==> config.mk <==
export PLATFORM = sky130hd
export DESIGN_NAME = rc_link_top
export DESIGN_NICKNAME = d
export VERILOG_FILES = /design/src/rc_link_pkg.sv /design/src/uart_byte_rx.sv /design/src/frame_decoder.sv /design/src/link_failsafe.sv /design/src/setpoint_mixer.sv /design/src/rc_link_top.sv
export SDC_FILE = /design/constraint.sdc
export NUM_CORES = 1
export LEC_CHECK = 0
export ABC_AREA = 1
export BUFFER_PORTS_ARGS = -buffer_cell sky130_fd_sc_hd__clkbuf_2
export CAP_MARGIN = 5
export CORE_ASPECT_RATIO = 1.2
export CORE_MARGIN = 2
export CORE_UTILIZATION = 55
export CTS_CLUSTER_DIAMETER = 30
export CTS_CLUSTER_SIZE = 24
export DETAILED_ROUTE_END_ITERATION = 8
export MAX_ROUTING_LAYER = met4
export PLACE_DENSITY = 0.78
export SLEW_MARGIN = 10
export SYNTH_ARGS = -nofsm -noshare
export SYNTH_HDL_FRONTEND = slang
export SYNTH_HIERARCHICAL = 1
export SYNTH_SLANG_ARGS = --single-unit
==> constraint.sdc <==
create_clock -name clk -period 1.9 [get_ports clk]
set_input_delay 0.095 -clock clk [delete_from_list [all_inputs] [get_ports clk]]
set_output_delay 0.095 -clock clk [all_outputs]
set_load 0.02 [all_outputs]
==> src/rc_link_pkg.sv <==
//====================
// Shared types, frame layout, defaults and timing limits for the RC link
// CLKS_PER_BIT is kept tiny to keep simulation short, scale it for real baud
// Timeouts are in clk cycles
//====================

package rc_link_pkg;

	// Raw field byte from the frame
	typedef logic [7:0] rc_byte_t;

	// Mixed, saturated setpoint
	typedef logic signed [7:0] setpoint_t;

	// Wide enough for (stick - center) + (trim - center)
	typedef logic signed [9:0] mix_sum_t;

	// Frame layout
	localparam rc_byte_t SYNC1 = 8'hFF;
	localparam rc_byte_t SYNC2 = 8'h5A;
	localparam int FRAME_RESERVED_BYTES = 5;
	localparam int RSV_CNT_W = $clog2(FRAME_RESERVED_BYTES);
	localparam rc_byte_t STICK_CENTER = 8'd128;

	// Altitude commands below this decode as zero
	localparam rc_byte_t ALT_DEAD_ZONE = 8'd10;

	// Values after reset and on link loss
	localparam rc_byte_t DEFAULT_ALT = 8'd0;
	localparam rc_byte_t DEFAULT_STICK = 8'd128;
	localparam rc_byte_t DEFAULT_KP = 8'd16;
	localparam rc_byte_t DEFAULT_KI = 8'd0;
	localparam rc_byte_t DEFAULT_OFFSET = 8'd128;

	// Setpoint clamp limits
	localparam setpoint_t SP_MAX = 8'sd127;
	localparam setpoint_t SP_MIN = -8'sd128;

	// UART bit timing, simulation sized
	localparam int CLKS_PER_BIT = 8;
	localparam int BIT_CNT_W = $clog2(CLKS_PER_BIT);

	// Inter-byte gap that abandons a partial frame
	localparam int GAP_TIMEOUT = 400;
	localparam int GAP_CNT_W = $clog2(GAP_TIMEOUT + 1);

	// Frame silence before failsafe
	localparam int LINK_TIMEOUT = 6000;
	localparam int LINK_CNT_W = $clog2(LINK_TIMEOUT + 1);

	typedef logic [BIT_CNT_W-1:0] bit_cnt_t;
	typedef logic [GAP_CNT_W-1:0] gap_cnt_t;
	typedef logic [LINK_CNT_W-1:0] link_cnt_t;
	typedef logic [RSV_CNT_W-1:0] rsv_cnt_t;

endpackage

==> src/uart_byte_rx.sv <==
//====================
// 8N1 receiver, LSB first, CLKS_PER_BIT clocks per bit
// Bytes with a low stop bit are dropped silently
//====================
`timescale 1ns/1ps

module uart_byte_rx (
	input  logic                  clk,
	input  logic                  reset,
	input  logic                  rx,
	output rc_link_pkg::rc_byte_t rx_byte,
	output logic                  byte_valid
);

	import rc_link_pkg::*;

	typedef enum logic [1:0] {
		RX_IDLE,
		RX_START,
		RX_DATA,
		RX_STOP
	} rx_state_t;

	rx_state_t state;
	logic      rx_meta;
	logic      rx_sync;
	bit_cnt_t  clk_cnt;
	logic [2:0] bit_idx;
	rc_byte_t  shift_reg;

	// Line idles high, so sync flops come out of reset high
	always_ff @(posedge clk) begin
		if (reset) begin
			rx_meta <= 1'b1;
			rx_sync <= 1'b1;
		end else begin
			rx_meta <= rx;
			rx_sync <= rx_meta;
		end
	end

	always_ff @(posedge clk) begin
		if (reset) begin
			state <= RX_IDLE;
			clk_cnt <= '0;
			bit_idx <= '0;
			byte_valid <= 1'b0;
		end else begin
			byte_valid <= 1'b0;
			case (state)
				RX_IDLE: begin
					clk_cnt <= '0;
					bit_idx <= '0;
					// Falling edge, possible start bit
					if (!rx_sync) begin
						state <= RX_START;
					end
				end
				RX_START: begin
					// Confirm start at mid-bit, glitches go back to idle
					if (clk_cnt == bit_cnt_t'(CLKS_PER_BIT / 2 - 1)) begin
						clk_cnt <= '0;
						state <= rx_sync ? RX_IDLE : RX_DATA;
					end else begin
						clk_cnt <= clk_cnt + 1'b1;
					end
				end
				RX_DATA: begin
					if (clk_cnt == bit_cnt_t'(CLKS_PER_BIT - 1)) begin
						clk_cnt <= '0;
						bit_idx <= bit_idx + 1'b1;
						if (bit_idx == 3'd7) begin
							state <= RX_STOP;
						end
					end else begin
						clk_cnt <= clk_cnt + 1'b1;
					end
				end
				RX_STOP: begin
					// Mid stop bit, strobe only if the line is high
					if (clk_cnt == bit_cnt_t'(CLKS_PER_BIT - 1)) begin
						clk_cnt <= '0;
						byte_valid <= rx_sync;
						state <= RX_IDLE;
					end else begin
						clk_cnt <= clk_cnt + 1'b1;
					end
				end
				default: state <= RX_IDLE;
			endcase
		end
	end

	// Data path, sampled at bit centers
	always_ff @(posedge clk) begin
		if (state == RX_DATA && clk_cnt == bit_cnt_t'(CLKS_PER_BIT - 1)) begin
			shift_reg <= {rx_sync, shift_reg[7:1]};
		end
		if (state == RX_STOP && clk_cnt == bit_cnt_t'(CLKS_PER_BIT - 1) && rx_sync) begin
			rx_byte <= shift_reg;
		end
	end

	// A byte takes many clocks, so strobes can never touch
	a_single_strobe: assert property (@(posedge clk) disable iff (reset)
		byte_valid |=> !byte_valid);

endmodule

==> src/frame_decoder.sv <==
//====================
// Parses 16-byte frames: sync, 9 fields, FRAME_RESERVED_BYTES reserved
// A gap of GAP_TIMEOUT cycles drops a partial frame
// Field outputs may show partial data, only frame_valid marks a whole frame
//====================
`timescale 1ns/1ps

module frame_decoder (
	input  logic                  clk,
	input  logic                  reset,
	input  rc_link_pkg::rc_byte_t rx_byte,
	input  logic                  byte_valid,
	output logic                  frame_valid,
	output rc_link_pkg::rc_byte_t alt_cmd,
	output rc_link_pkg::rc_byte_t ch2,
	output rc_link_pkg::rc_byte_t ch3,
	output rc_link_pkg::rc_byte_t ch4,
	output rc_link_pkg::rc_byte_t alt_kp,
	output rc_link_pkg::rc_byte_t off2,
	output rc_link_pkg::rc_byte_t off3,
	output rc_link_pkg::rc_byte_t off4,
	output rc_link_pkg::rc_byte_t alt_ki
);

	import rc_link_pkg::*;

	typedef enum logic [3:0] {
		S_SYNC1,
		S_SYNC2,
		S_ALT,
		S_CH2,
		S_CH3,
		S_CH4,
		S_KP,
		S_OFF2,
		S_OFF3,
		S_OFF4,
		S_KI,
		S_RSV
	} dec_state_t;

	dec_state_t state;
	gap_cnt_t   gap_cnt;
	rsv_cnt_t   rsv_cnt;

	always_ff @(posedge clk) begin
		if (reset) begin
			state <= S_SYNC1;
			gap_cnt <= '0;
			rsv_cnt <= '0;
			frame_valid <= 1'b0;
			alt_cmd <= DEFAULT_ALT;
			ch2 <= DEFAULT_STICK;
			ch3 <= DEFAULT_STICK;
			ch4 <= DEFAULT_STICK;
			alt_kp <= DEFAULT_KP;
			off2 <= DEFAULT_OFFSET;
			off3 <= DEFAULT_OFFSET;
			off4 <= DEFAULT_OFFSET;
			alt_ki <= DEFAULT_KI;
		end else begin
			frame_valid <= 1'b0;
			if (byte_valid) begin
				gap_cnt <= '0;
				case (state)
					S_SYNC1: state <= (rx_byte == SYNC1) ? S_SYNC2 : S_SYNC1;
					// Any mismatch restarts the search, even a second 0xFF
					S_SYNC2: state <= (rx_byte == SYNC2) ? S_ALT : S_SYNC1;
					S_ALT: begin
						// Dead zone, too low to be a real altitude request
						alt_cmd <= (rx_byte < ALT_DEAD_ZONE) ? '0 : rx_byte;
						state <= S_CH2;
					end
					S_CH2: begin
						ch2 <= rx_byte;
						state <= S_CH3;
					end
					S_CH3: begin
						ch3 <= rx_byte;
						state <= S_CH4;
					end
					S_CH4: begin
						ch4 <= rx_byte;
						state <= S_KP;
					end
					S_KP: begin
						alt_kp <= rx_byte;
						state <= S_OFF2;
					end
					S_OFF2: begin
						off2 <= rx_byte;
						state <= S_OFF3;
					end
					S_OFF3: begin
						off3 <= rx_byte;
						state <= S_OFF4;
					end
					S_OFF4: begin
						off4 <= rx_byte;
						state <= S_KI;
					end
					S_KI: begin
						alt_ki <= rx_byte;
						state <= S_RSV;
					end
					S_RSV: begin
						// Reserved content is ignored, only counted
						if (rsv_cnt == rsv_cnt_t'(FRAME_RESERVED_BYTES - 1)) begin
							rsv_cnt <= '0;
							frame_valid <= 1'b1;
							state <= S_SYNC1;
						end else begin
							rsv_cnt <= rsv_cnt + 1'b1;
						end
					end
					default: state <= S_SYNC1;
				endcase
			end else if (state != S_SYNC1) begin
				// Inside a frame, watch for a stalled link
				if (gap_cnt == gap_cnt_t'(GAP_TIMEOUT - 1)) begin
					gap_cnt <= '0;
					rsv_cnt <= '0;
					state <= S_SYNC1;
				end else begin
					gap_cnt <= gap_cnt + 1'b1;
				end
			end else begin
				gap_cnt <= '0;
			end
		end
	end

	// Frame end only ever comes from the last reserved byte
	a_frame_end: assert property (@(posedge clk) disable iff (reset)
		frame_valid |-> $past(state == S_RSV && byte_valid) && state == S_SYNC1);

endmodule

==> src/link_failsafe.sv <==
//====================
// Holds the last good frame, falls back to defaults after LINK_TIMEOUT
// Timer only runs once a link existed, so no failsafe pulse at start-up
//====================
`timescale 1ns/1ps

module link_failsafe (
	input  logic                  clk,
	input  logic                  reset,
	input  logic                  frame_valid,
	input  rc_link_pkg::rc_byte_t alt_cmd,
	input  rc_link_pkg::rc_byte_t ch2,
	input  rc_link_pkg::rc_byte_t ch3,
	input  rc_link_pkg::rc_byte_t ch4,
	input  rc_link_pkg::rc_byte_t alt_kp,
	input  rc_link_pkg::rc_byte_t off2,
	input  rc_link_pkg::rc_byte_t off3,
	input  rc_link_pkg::rc_byte_t off4,
	input  rc_link_pkg::rc_byte_t alt_ki,
	output logic                  cmd_valid,
	output logic                  link_ok,
	output rc_link_pkg::rc_byte_t alt_cmd_hold,
	output rc_link_pkg::rc_byte_t ch2_hold,
	output rc_link_pkg::rc_byte_t ch3_hold,
	output rc_link_pkg::rc_byte_t ch4_hold,
	output rc_link_pkg::rc_byte_t alt_kp_hold,
	output rc_link_pkg::rc_byte_t off2_hold,
	output rc_link_pkg::rc_byte_t off3_hold,
	output rc_link_pkg::rc_byte_t off4_hold,
	output rc_link_pkg::rc_byte_t alt_ki_hold
);

	import rc_link_pkg::*;

	link_cnt_t link_cnt;
	logic      link_lost;

	// Last idle cycle of a live link
	assign link_lost = link_ok && !frame_valid &&
		(link_cnt == link_cnt_t'(LINK_TIMEOUT - 1));

	always_ff @(posedge clk) begin
		if (reset || link_lost) begin
			alt_cmd_hold <= DEFAULT_ALT;
			ch2_hold <= DEFAULT_STICK;
			ch3_hold <= DEFAULT_STICK;
			ch4_hold <= DEFAULT_STICK;
			alt_kp_hold <= DEFAULT_KP;
			off2_hold <= DEFAULT_OFFSET;
			off3_hold <= DEFAULT_OFFSET;
			off4_hold <= DEFAULT_OFFSET;
			alt_ki_hold <= DEFAULT_KI;
		end else if (frame_valid) begin
			alt_cmd_hold <= alt_cmd;
			ch2_hold <= ch2;
			ch3_hold <= ch3;
			ch4_hold <= ch4;
			alt_kp_hold <= alt_kp;
			off2_hold <= off2;
			off3_hold <= off3;
			off4_hold <= off4;
			alt_ki_hold <= alt_ki;
		end
	end

	always_ff @(posedge clk) begin
		if (reset) begin
			link_cnt <= '0;
			link_ok <= 1'b0;
			cmd_valid <= 1'b0;
		end else begin
			// One update per frame and one on link loss
			cmd_valid <= frame_valid || link_lost;
			if (frame_valid) begin
				link_cnt <= '0;
				link_ok <= 1'b1;
			end else if (link_lost) begin
				link_cnt <= '0;
				link_ok <= 1'b0;
			end else if (link_ok) begin
				link_cnt <= link_cnt + 1'b1;
			end
		end
	end

	// A loss update must carry the safe values downstream
	a_loss_defaults: assert property (@(posedge clk) disable iff (reset)
		cmd_valid && !link_ok |->
			alt_cmd_hold == DEFAULT_ALT && ch2_hold == DEFAULT_STICK &&
			ch3_hold == DEFAULT_STICK && ch4_hold == DEFAULT_STICK &&
			alt_kp_hold == DEFAULT_KP && off2_hold == DEFAULT_OFFSET &&
			off3_hold == DEFAULT_OFFSET && off4_hold == DEFAULT_OFFSET &&
			alt_ki_hold == DEFAULT_KI);

endmodule

==> src/setpoint_mixer.sv <==
//====================
// Stick plus trim around STICK_CENTER, clamped to signed 8 bits
// Outputs change only on cmd_valid
//====================
`timescale 1ns/1ps

module setpoint_mixer (
	input  logic                   clk,
	input  logic                   reset,
	input  logic                   cmd_valid,
	input  rc_link_pkg::rc_byte_t  alt_cmd_hold,
	input  rc_link_pkg::rc_byte_t  ch2_hold,
	input  rc_link_pkg::rc_byte_t  ch3_hold,
	input  rc_link_pkg::rc_byte_t  ch4_hold,
	input  rc_link_pkg::rc_byte_t  alt_kp_hold,
	input  rc_link_pkg::rc_byte_t  off2_hold,
	input  rc_link_pkg::rc_byte_t  off3_hold,
	input  rc_link_pkg::rc_byte_t  off4_hold,
	input  rc_link_pkg::rc_byte_t  alt_ki_hold,
	output logic                   setpoint_valid,
	output rc_link_pkg::setpoint_t roll_sp,
	output rc_link_pkg::setpoint_t pitch_sp,
	output rc_link_pkg::setpoint_t yaw_sp,
	output rc_link_pkg::rc_byte_t  alt_cmd_out,
	output rc_link_pkg::rc_byte_t  kp_out,
	output rc_link_pkg::rc_byte_t  ki_out
);

	import rc_link_pkg::*;

	// One axis, sum range is -256 to 254
	function automatic setpoint_t mix_axis(input rc_byte_t stick, input rc_byte_t trim);
		mix_sum_t center;
		mix_sum_t sum;
		center = $signed({2'b00, STICK_CENTER});
		sum = $signed({2'b00, stick}) - center + $signed({2'b00, trim}) - center;
		if (sum > mix_sum_t'(SP_MAX)) begin
			return SP_MAX;
		end else if (sum < mix_sum_t'(SP_MIN)) begin
			return SP_MIN;
		end
		return sum[7:0];
	endfunction

	always_ff @(posedge clk) begin
		if (reset) begin
			setpoint_valid <= 1'b0;
			roll_sp <= '0;
			pitch_sp <= '0;
			yaw_sp <= '0;
			alt_cmd_out <= DEFAULT_ALT;
			kp_out <= DEFAULT_KP;
			ki_out <= DEFAULT_KI;
		end else begin
			setpoint_valid <= cmd_valid;
			if (cmd_valid) begin
				roll_sp <= mix_axis(ch2_hold, off2_hold);
				pitch_sp <= mix_axis(ch3_hold, off3_hold);
				yaw_sp <= mix_axis(ch4_hold, off4_hold);
				// Altitude loop values go through untouched
				alt_cmd_out <= alt_cmd_hold;
				kp_out <= alt_kp_hold;
				ki_out <= alt_ki_hold;
			end
		end
	end

	// Upstream never sends back-to-back updates
	a_valid_follows: assert property (@(posedge clk) disable iff (reset)
		setpoint_valid |-> $past(cmd_valid) && !$past(setpoint_valid));

endmodule

==> src/rc_link_top.sv <==
//====================
// RC receive chain, serial in to mixed setpoints
// Frame end to setpoint_valid is 3 cycles, link loss to it 2 cycles
//====================
`timescale 1ns/1ps

module rc_link_top (
	input  logic                   clk,
	input  logic                   reset,
	input  logic                   rx,
	output logic                   setpoint_valid,
	output logic                   link_ok,
	output rc_link_pkg::setpoint_t roll_sp,
	output rc_link_pkg::setpoint_t pitch_sp,
	output rc_link_pkg::setpoint_t yaw_sp,
	output rc_link_pkg::rc_byte_t  alt_cmd_out,
	output rc_link_pkg::rc_byte_t  kp_out,
	output rc_link_pkg::rc_byte_t  ki_out
);

	import rc_link_pkg::*;

	// Receiver to decoder
	rc_byte_t rx_byte;
	logic     byte_valid;

	// Decoder to failsafe
	logic     frame_valid;
	rc_byte_t alt_cmd, ch2, ch3, ch4, alt_kp, off2, off3, off4, alt_ki;

	// Failsafe to mixer
	logic     cmd_valid;
	rc_byte_t alt_cmd_hold, ch2_hold, ch3_hold, ch4_hold, alt_kp_hold;
	rc_byte_t off2_hold, off3_hold, off4_hold, alt_ki_hold;

	uart_byte_rx rx0 (
		.clk(clk), .reset(reset), .rx(rx),
		.rx_byte(rx_byte), .byte_valid(byte_valid)
	);

	frame_decoder dec0 (
		.clk(clk), .reset(reset), .rx_byte(rx_byte), .byte_valid(byte_valid),
		.frame_valid(frame_valid), .alt_cmd(alt_cmd),
		.ch2(ch2), .ch3(ch3), .ch4(ch4), .alt_kp(alt_kp),
		.off2(off2), .off3(off3), .off4(off4), .alt_ki(alt_ki)
	);

	link_failsafe fs0 (
		.clk(clk), .reset(reset), .frame_valid(frame_valid), .alt_cmd(alt_cmd),
		.ch2(ch2), .ch3(ch3), .ch4(ch4), .alt_kp(alt_kp),
		.off2(off2), .off3(off3), .off4(off4), .alt_ki(alt_ki),
		.cmd_valid(cmd_valid), .link_ok(link_ok), .alt_cmd_hold(alt_cmd_hold),
		.ch2_hold(ch2_hold), .ch3_hold(ch3_hold), .ch4_hold(ch4_hold),
		.alt_kp_hold(alt_kp_hold), .off2_hold(off2_hold), .off3_hold(off3_hold),
		.off4_hold(off4_hold), .alt_ki_hold(alt_ki_hold)
	);

	setpoint_mixer mix0 (
		.clk(clk), .reset(reset), .cmd_valid(cmd_valid),
		.alt_cmd_hold(alt_cmd_hold), .ch2_hold(ch2_hold), .ch3_hold(ch3_hold),
		.ch4_hold(ch4_hold), .alt_kp_hold(alt_kp_hold), .off2_hold(off2_hold),
		.off3_hold(off3_hold), .off4_hold(off4_hold), .alt_ki_hold(alt_ki_hold),
		.setpoint_valid(setpoint_valid), .roll_sp(roll_sp), .pitch_sp(pitch_sp),
		.yaw_sp(yaw_sp), .alt_cmd_out(alt_cmd_out), .kp_out(kp_out), .ki_out(ki_out)
	);

endmodule

==> results of run 1 <==
[cells in the mapped netlist (7+ instances only)]
cell type	n
nor2_1	166
nand3_1	41
dfxtp_1	236
xor2_1	9
nand4_1	16
nand2_2	15
nand2_1	309
clkbuf_1	36
inv_1	87
inv_2	20
nand3_2	7
o21ai_0	98
o21ai_1	21
a21oi_1	159
a21oi_2	14
o211ai_1	7
ha_1	54
xnor2_1	10
edfxtp_1	16
buf_2	13
[cell families (layout without fill, tap and decap cells)]
logic type / Yosys count / after routing / share of synthesized area, %
XOR/XNOR: 19 / 19 / 1.514
flip-flops: 252 / 252 / 47.35
adder cells (fa/ha/maj): 60 / 60 / 7.240
AND/OR/NAND/NOR: 580 / 580 / 22.25
buffers and inverters: 173 / 309 / 6.716
AO/OA/AOI/OAI: 306 / 306 / 14.92
[worst paths after layout]
path,startpoint,slack [ps],to,cells past startpoint
hold reg to reg,rx0/rx_meta,410,rx0/rx_sync,1
hold / removal,rx,300,rx0/rx_meta,3
setup / recovery,fs0/ch2_hold[6],-230,mix0/roll_sp[3],11
setup reg to reg,fs0/ch2_hold[6],-230,mix0/roll_sp[3],11
[per-stage QoR]
stage | TNS (ps) | setup slack [ps]
CTS | -2109 | -130.0
detailed placement | -3231 | -186.0
finish | -3204 | -228.3
global route | -5313 | -329.3
global placement | -1472 | -93.20
floorplan | -41.64 | -5.949
[metal layers]
| metal | share of wire, % | up-vias | global-route usage, % |
|---|---|---|---|
| met2 | 50 | 241 | 41.83 |
| met4 | 2.7 | 0 | 8.504 |
| met1 | 42 | 4458 | 27.62 |
| met5 | 0 | - | - |
| met3 | 4.5 | 67 | 3.927 |
| li1 | - | 4762 | - |
[power breakdown]
part	switching, mW	internal (mW)
sequential	0.0154	5.34
clock	2.75	4.97
combinational	0.114	0.0490
total	2.87	10.4
[timing repair]
action,4_1_cts,5_1_grt
setup buffers,7,6
pin swaps,28,36
endpoints found under the setup margin,22,24
hold buffers,2,0
resized for setup,47,55
endpoints found under the hold margin,3,0
cloned,0,0
[cell type report]
cell class	count	share of cell area, %
tap	261	2.356
clock buffer	48	7.960
multi-input combinational	965	40.43
sequential	252	37.66
timing repair buffer	122	5.939
clock inverter	27	2.617
inverter	112	3.032
[critical path, stage by stage (launching register included)]
cell,delay (ps)
dfxtp_2,330
ha_4,160
fa_2,590
nand2_2,80
nor2_2,120
nand3_1,90
nand2_1,80
nand2_2,60
nand2_2,60
nand2_2,60
a21oi_4,250
a21oi_1,100
==> impl_metrics.tcl, run 1 <==
set metrics [dict create \
    syn_avg_cell_area_um2 7.908 \
    setup_viol 22 \
    detail_route.iter0.violations 628 \
    outcome "finished with violations" \
    clock_tree.root_cell "clkbuf_16" \
    syn2layout_area_growth_pct 26.12 \
    whs_ps 300.5 \
    layout_commonest_cell "nand2_1" \
    diodes 0 \
    rsz0062_at_grt "yes" \
    hpwl_um 15510 \
    critical_path_class "flop to flop" \
    hp-class "primary input to flop" \
    start_kind "flop" \
    drc 0 \
    drt_first_pass_iters 5 \
    grt_start_max_net_pins 74 \
    fin_worst_skew_ps 18.65 \
    grt_pass1_vias 9191 \
    die_y_um 158.9 \
    ys_async_sr_fraction_pct 0 \
    fin_nets 1557 \
    yosys-top-cells-area "dfxtp_1, nand2_1, a21oi_1" \
    largest_reg_flops 13 \
    cp_max_fo 7 \
    cts-htree-levels 2 \
    synth_top_area_share_pct 42.98 \
    antenna_found_initial 0 \
    track_usage_pct 23.92 \
    core_mm2 0.01955 \
    netlist_instances 1390 \
    yosys_warnings 6 \
    seqCellArea_mm2 0.005221 \
    ir_worst_vdd_mv 0.6604 \
    finish.utilization_pct 70.92 \
    postPlaceCellArea_mm2 0.01181 \
    grt-ovfl-total 0 \
    cts_buffers 41 \
    cts.sinks 252 \
    p_leak_nw 5.924 \
    clk_latency_ps 530 \
    n_fill_cell 1369 \
    max_freq_mhz 469.9 \
    critPathRequiredTime_ps 2310 \
    synthFlopType "dfxtp_1" \
    finalHoldViolations 0 \
    synth_edf_count 16 \
    tightest_slew_ps 775.9 \
    total_power_mw 13.23 \
    period_minus_slack_ps 2128 \
    io_pins 53 \
    portBuffers 52 \
    netlist_area_mm2 0.01099 \
    yosysUniqueCellTypes 41 \
    dp_cells 1697 \
    setup.worst_path.end_class "flop" \
    vias 9528 \
    tritoncts "yes" \
    grt_first_pass_wirelength_um 41520 \
    fin_cells 1787 \
    slew_headroom_pct 48.27 \
    postRouteAntennaNets 0 \
    ys_ff_latch 252 \
    finalMaxSlewViolations 0 \
    yosysSeqAreaShare_pct 47.35 \
    final_cell_mix "nand2_1, dfxtp_1, nor2_1" \
    reg.largest.list "fs0/link_cnt: 13 flops, dec0/gap_cnt: 9 flops" \
    die_x_um 133.1 \
    regMostFlops "fs0/link_cnt" \
    yosysTopAreaCell "dfxtp_1" \
    gp_congestion 0.8820 \
    fin_ws_ps -228.3 \
    drv_cap 0 \
    viasPerCell 5.332 \
    die_area_mm2 0.02114 \
    crit_arrival_ps 2540 \
    clockBufferDepth 3 \
    design_area_mm2 0.01386 \
    layout-drive-gt1-share_pct 24.64 \
    routed_wl_um 25620 \
    min_period_over_period_pct 112.0 \
    path_clk_slew_ps 50 \
    start_util_pct 56.23 \
    p_per_area_mw_per_mm2 954.6 \
    rows 56 \
    multi_input_area_mm2 0.005605 \
    syn_nets 1453 \
    wire_per_inst_um 14.34 \
    violations "negative setup slack" \
]
Power figures use the tool's default switching activity.
==> run 2: changes to the inputs <==
--- a/config.mk
+++ b/config.mk
@@ -16,6 +16,7 @@
 export DETAILED_ROUTE_END_ITERATION = 8
 export MAX_ROUTING_LAYER = met4
 export PLACE_DENSITY = 0.78
+export REMOVE_ABC_BUFFERS = 1
 export SLEW_MARGIN = 10
 export SYNTH_ARGS = -nofsm -noshare
 export SYNTH_HDL_FRONTEND = slang
==> run 2 against run 1 <==
Net effect:
- the flow still finishes with violations (negative setup slack)
- flip-flop and latch count unchanged
- global-route usage is 0.71 points higher
- cell count increased by 0.34%
- highest routed layer unchanged
==> impl_metrics.tcl, run 2 (synthesis results as in run 1) <==
set metrics [dict create \
    drv_cap 0 \
    dp_slack_ps -208.7 \
    crit_path_start "fs0/off4_hold[1]" \
    layout_commonest_cell "nand2_1" \
    layout-drive-gt1-share_pct 24.80 \
    rows 56 \
    hp-class "primary input to flop" \
    slew_headroom_pct 64.91 \
    p_leak_nw 5.907 \
    clk_latency_ps 530 \
    critPathRequiredTime_ps 2310 \
    regMostFlops "fs0/link_cnt" \
    die_y_um 158.9 \
    finish.utilization_pct 70.85 \
    setup.worst_path.end_class "flop" \
    cp_max_fo 7 \
    start_kind "flop" \
    diodes 0 \
    fin_worst_skew_ps 17.66 \
    clockBufferDepth 3 \
    rsz0062_at_grt "yes" \
    clock_tree.root_cell "clkbuf_16" \
    ir_worst_vdd_mv 0.7207 \
    max_freq_mhz 475.1 \
    dp_cells 1709 \
    fin_nets 1563 \
    r2r_start "fs0/off4_hold[1]" \
    grt_pass1_vias 9508 \
    setup_viol 21 \
    start_util_pct 56.23 \
    fin_ws_ps -204.6 \
    min_period_over_period_pct 110.8 \
    period_minus_slack_ps 2105 \
    grt_first_pass_wirelength_um 42280 \
    vias 9624 \
    detail_route.iter0.violations 722 \
    finalMaxSlewViolations 0 \
    largest_reg_flops 13 \
    drc 0 \
    die_x_um 133.1 \
    io_pins 53 \
    cts-htree-levels 2 \
    die_area_mm2 0.02114 \
    syn2layout_area_growth_pct 26.01 \
    antenna_found_initial 0 \
    fin_cells 1793 \
    grt-ovfl-total 0 \
    portBuffers 52 \
    tightest_slew_ps 526.3 \
    critical_path_class "flop to flop" \
    violations "negative setup slack" \
    p_per_area_mw_per_mm2 921.1 \
    postRouteAntennaNets 0 \
    final_cell_mix "nand2_1, dfxtp_1, nor2_1" \
    drt_first_pass_iters 5 \
    grt_start_max_net_pins 76 \
    outcome "finished with violations" \
    gp_congestion 0.8801 \
    tns_ps -3324 \
    hpwl_um 15880 \
    track_usage_pct 24.63 \
    routed_wl_um 26370 \
    viasPerCell 5.368 \
    postPlaceCellArea_mm2 0.01182 \
    reg.largest.list "fs0/link_cnt: 13 flops, dec0/gap_cnt: 9 flops" \
    cts_buffers 40 \
    crit_arrival_ps 2510 \
    design_area_mm2 0.01385 \
    wire_per_inst_um 14.71 \
    min_from "rx" \
    core_mm2 0.01955 \
    cts.sinks 252 \
    path_clk_slew_ps 60 \
    tritoncts "yes" \
    finalHoldViolations 0 \
]
==> run 2: cell count changes in the layout (fill, tap and decap cells not counted), sizes merged <==
cell | previous run | this run
bufinv | 5 | 1
clkinv | 12 | 6
inv | 118 | 122
buf | 68 | 75
clkbuf | 100 | 103
clkinvlp | 4 | 6
==> run 2: worst paths after layout <==
kind / to / slack, ps / cells past startpoint
worst min-delay path: rx0/rx_meta / 310 / 3
worst max register to register: mix0/yaw_sp[3] / -200 / 13
worst min register to register: rx0/rx_byte[0] / 430 / 0
worst max-delay path: mix0/yaw_sp[3] / -200 / 13
==> run 2: power breakdown <==
group	switching (mW)	total, mW	internal, mW	leakage (nW)
Sequential	0.0153	5.36	5.34	2.05
Clock	2.79	7.23	4.45	0.654
Combinational	0.116	0.166	0.0506	3.20
Total	2.92	12.8	9.84	5.91
==> run 2: cell type report <==
type / count / area [um^2]
Fill cell: 1373 / 5698
Multi-Input combinational cell: 965 / 5610
Sequential cell: 252 / 5223
Clock buffer: 51 / 1114
Timing Repair Buffer: 129 / 904.6
Inverter: 112 / 420.4
Tap cell: 261 / 326.6
Clock inverter: 23 / 252.7
==> run 2: timing repair <==
item / 4_1_cts / 5_1_grt
buffers inserted: 6 / 3
hold buffers: 2 / 0
pin swaps: 53 / 30
hold endpoints to repair: 8 / 0
setup endpoints to repair: 22 / 23
gates resized for setup: 66 / 61
==> run 2: metal layers <==
layer	global-route usage (%)	share of wire (%)	up-vias	routed length, um
li1	-	-	4774	-
met1	26.35	40	4531	10430
met2	44.04	52	251	13710
met3	4.821	5.0	68	1327
met4	10.56	3.4	0	902
met5	-	0	-	0
==> run 2: per-stage QoR <==
| stage | hold slack, ps | total power, mW |
|---|---|---|
| detailed placement | 290.9 | 5.634 |
| global placement | 279.2 | 5.630 |
| CTS | 291.1 | 12.84 |
| global route | 308.3 | 13.14 |
| finish | 306.0 | 12.76 |
| floorplan | 157.4 | 5.566 |
==> run 2: worst max-delay path, stage by stage, from the launching register on <==
cell and delay (ps):
dfxtp_2 340, ha_4 280, ha_4 140, inv_2 40, fa_2 360, inv_2 90, nand2_4 60, buf_6 120
nand4_1 70, nand2_2 80, nand2_4 140, a21oi_2 90, nor2_2 120, nor2_1 60
==> run 3: changes to the inputs <==
--- a/config.mk
+++ b/config.mk
@@ -14,6 +14,7 @@
 export CTS_CLUSTER_DIAMETER = 30
 export CTS_CLUSTER_SIZE = 24
 export DETAILED_ROUTE_END_ITERATION = 8
+export GPL_TIMING_DRIVEN = 0
 export MAX_ROUTING_LAYER = met4
 export PLACE_DENSITY = 0.78
 export REMOVE_ABC_BUFFERS = 1
==> run 3 against run 2 <==
Net effect:
- the run still ends with negative setup slack left
- sequential power hardly changed
- hold slack got worse by 280 ps
- first-iteration DRC count down 9.3%
- critical endpoint is now mix0/pitch_sp[4]
- largest cell class unchanged
- highest routed layer unchanged
==> impl_metrics.tcl, run 3 (synthesis results as in run 1) <==
set metrics [dict create \
    max_freq_mhz 453.4 \
    clockBufferDepth 3 \
    design_area_mm2 0.01365 \
    cp_slowest_cell "dfxtp_1" \
    gr-usage-met1_pct 28.22 \
    drv_cap 0 \
    p_per_area_mw_per_mm2 924.7 \
    postRouteAntennaNets 0 \
    layout_commonest_cell "nand2_1" \
    routed_wl_um 27440 \
    diodes 0 \
    p_leak_nw 5.671 \
    min_period_over_period_pct 116.1 \
    finish.utilization_pct 69.83 \
    period_minus_slack_ps 2206 \
    hp-class "primary input to flop" \
    crit_chain "ha_1 -> ha_4 -> nand2_1 -> inv_1 -> nand2_2 -> nand3_4 -> a21oi_4 -> inv_2 -> nand2_4 -> nand2_8 -> nor2_2 -> nor2_1" \
    use_met2_pct 46.00 \
    cp_max_fo 7 \
    fin_nets 1511 \
    start_util_pct 56.23 \
    syn2layout_area_growth_pct 24.20 \
    layout-drive-gt1-share_pct 24.21 \
    whs_ps 30.29 \
    clk_latency_ps 550 \
    io_pins 53 \
    cts_buffers 39 \
    die_area_mm2 0.02114 \
    cts.sinks 252 \
    core_mm2 0.01955 \
    hpwl_um 14410 \
    grt.busiest_layer "met2" \
    grt-ovfl-total 0 \
    start_kind "flop" \
    slew_headroom_pct 46.35 \
    dp_slack_ps -419.9 \
    vias 9499 \
    largest_reg_flops 13 \
    tritoncts "yes" \
    cts-htree-levels 2 \
    grt_start_max_net_pins 75 \
    die_y_um 158.9 \
    r2r_cells 12 \
    fin_cells 1740 \
    regMostFlops "fs0/link_cnt" \
    postPlaceCellArea_mm2 0.01131 \
    grt_first_pass_wirelength_um 43610 \
    gp_congestion 0.8636 \
    track_usage_pct 25.49 \
    setup_viol 22 \
    fin_worst_skew_ps 25.78 \
    dp_cells 1644 \
    finalHoldViolations 0 \
    wire_per_inst_um 15.77 \
    ir_worst_vdd_mv 1.157 \
    critPathMaxStageDelay_ps 330 \
    final_cell_mix "nand2_1, dfxtp_1, nor2_1" \
    clock_tree.root_cell "clkbuf_16" \
    fin_ws_ps -305.6 \
    drt_first_pass_iters 5 \
    outcome "finished with violations" \
    critical_path_class "flop to flop" \
    critPathRequiredTime_ps 2300 \
    whs_path_depth 2 \
    total_power_mw 12.62 \
    violations "negative setup slack" \
    die_x_um 133.1 \
    met3_usage_pct 4.342 \
    detail_route.iter0.violations 655 \
    antenna_found_initial 0 \
    setup.worst_path.end_class "flop" \
    crit_arrival_ps 2610 \
    portBuffers 52 \
    drc 0 \
    finalMaxSlewViolations 0 \
    tightest_slew_ps 804.8 \
    rsz0062_at_grt "yes" \
    reg.largest.list "fs0/link_cnt: 13 flops, dec0/gap_cnt: 9 flops" \
    grt_pass1_vias 9325 \
    viasPerCell 5.459 \
    path_clk_slew_ps 60 \
    rows 56 \
    tns_ps -4150 \
]
run 3: layout make-up:
cell class / count / area (um^2)
fill: 1401 / 5897
clock inverter: 30 / 355.3
tap: 261 / 326.6
inverter: 112 / 426.7
timing repair buffer: 78 / 531.8
sequential: 252 / 5225
multi-input combinational: 965 / 5799
clock buffer: 42 / 987.2
run 3: worst paths after layout:
| kind | end | startpoint | slack (ps) |
|---|---|---|---|
| max | mix0/pitch_sp[4] | fs0/off3_hold[5] | -310 |
| min | flop | reset | 30 |
| max reg2reg | mix0/pitch_sp[4] | fs0/off3_hold[5] | -310 |
| min reg2reg | rx0/rx_sync | rx0/rx_meta | 410 |
run 3: what timing repair did:
action                                  4_1_cts  5_1_grt
hold buffers                                  1        0
gates resized for setup                     108       63
pin swaps                                    54       46
buffers inserted                             14        9
endpoints found under the setup margin      146       36
gates cloned                                  0        0
hold endpoints to repair                      1        0
run 3: report_power, final:
group / total, mW / switching, mW / internal, mW
clock: 7.11 / 2.88 / 4.24
sequential: 5.36 / 0.0161 / 5.34
combinational: 0.154 / 0.116 / 0.0381
total: 12.6 / 3.01 / 9.62
run 3: layer usage:
layer  wire length [um]  share of wire [%]  vias to the layer above
li1                   -                  -                     4667
met1              10830                 39                     4511
met2              14610                 53                      255
met3               1258                4.6                       66
met4                746                2.7                        0
met5                  0                  0                        -
run 3: worst max-delay path, delay by kind of cell (launching register included):
kind	cells	cell delay (ps)
AO/OA/AOI/OAI	1	240
buffers and inverters	2	170
flip-flops	1	330
adder cells (fa/ha/maj)	2	590
AND/OR/NAND/NOR	7	720
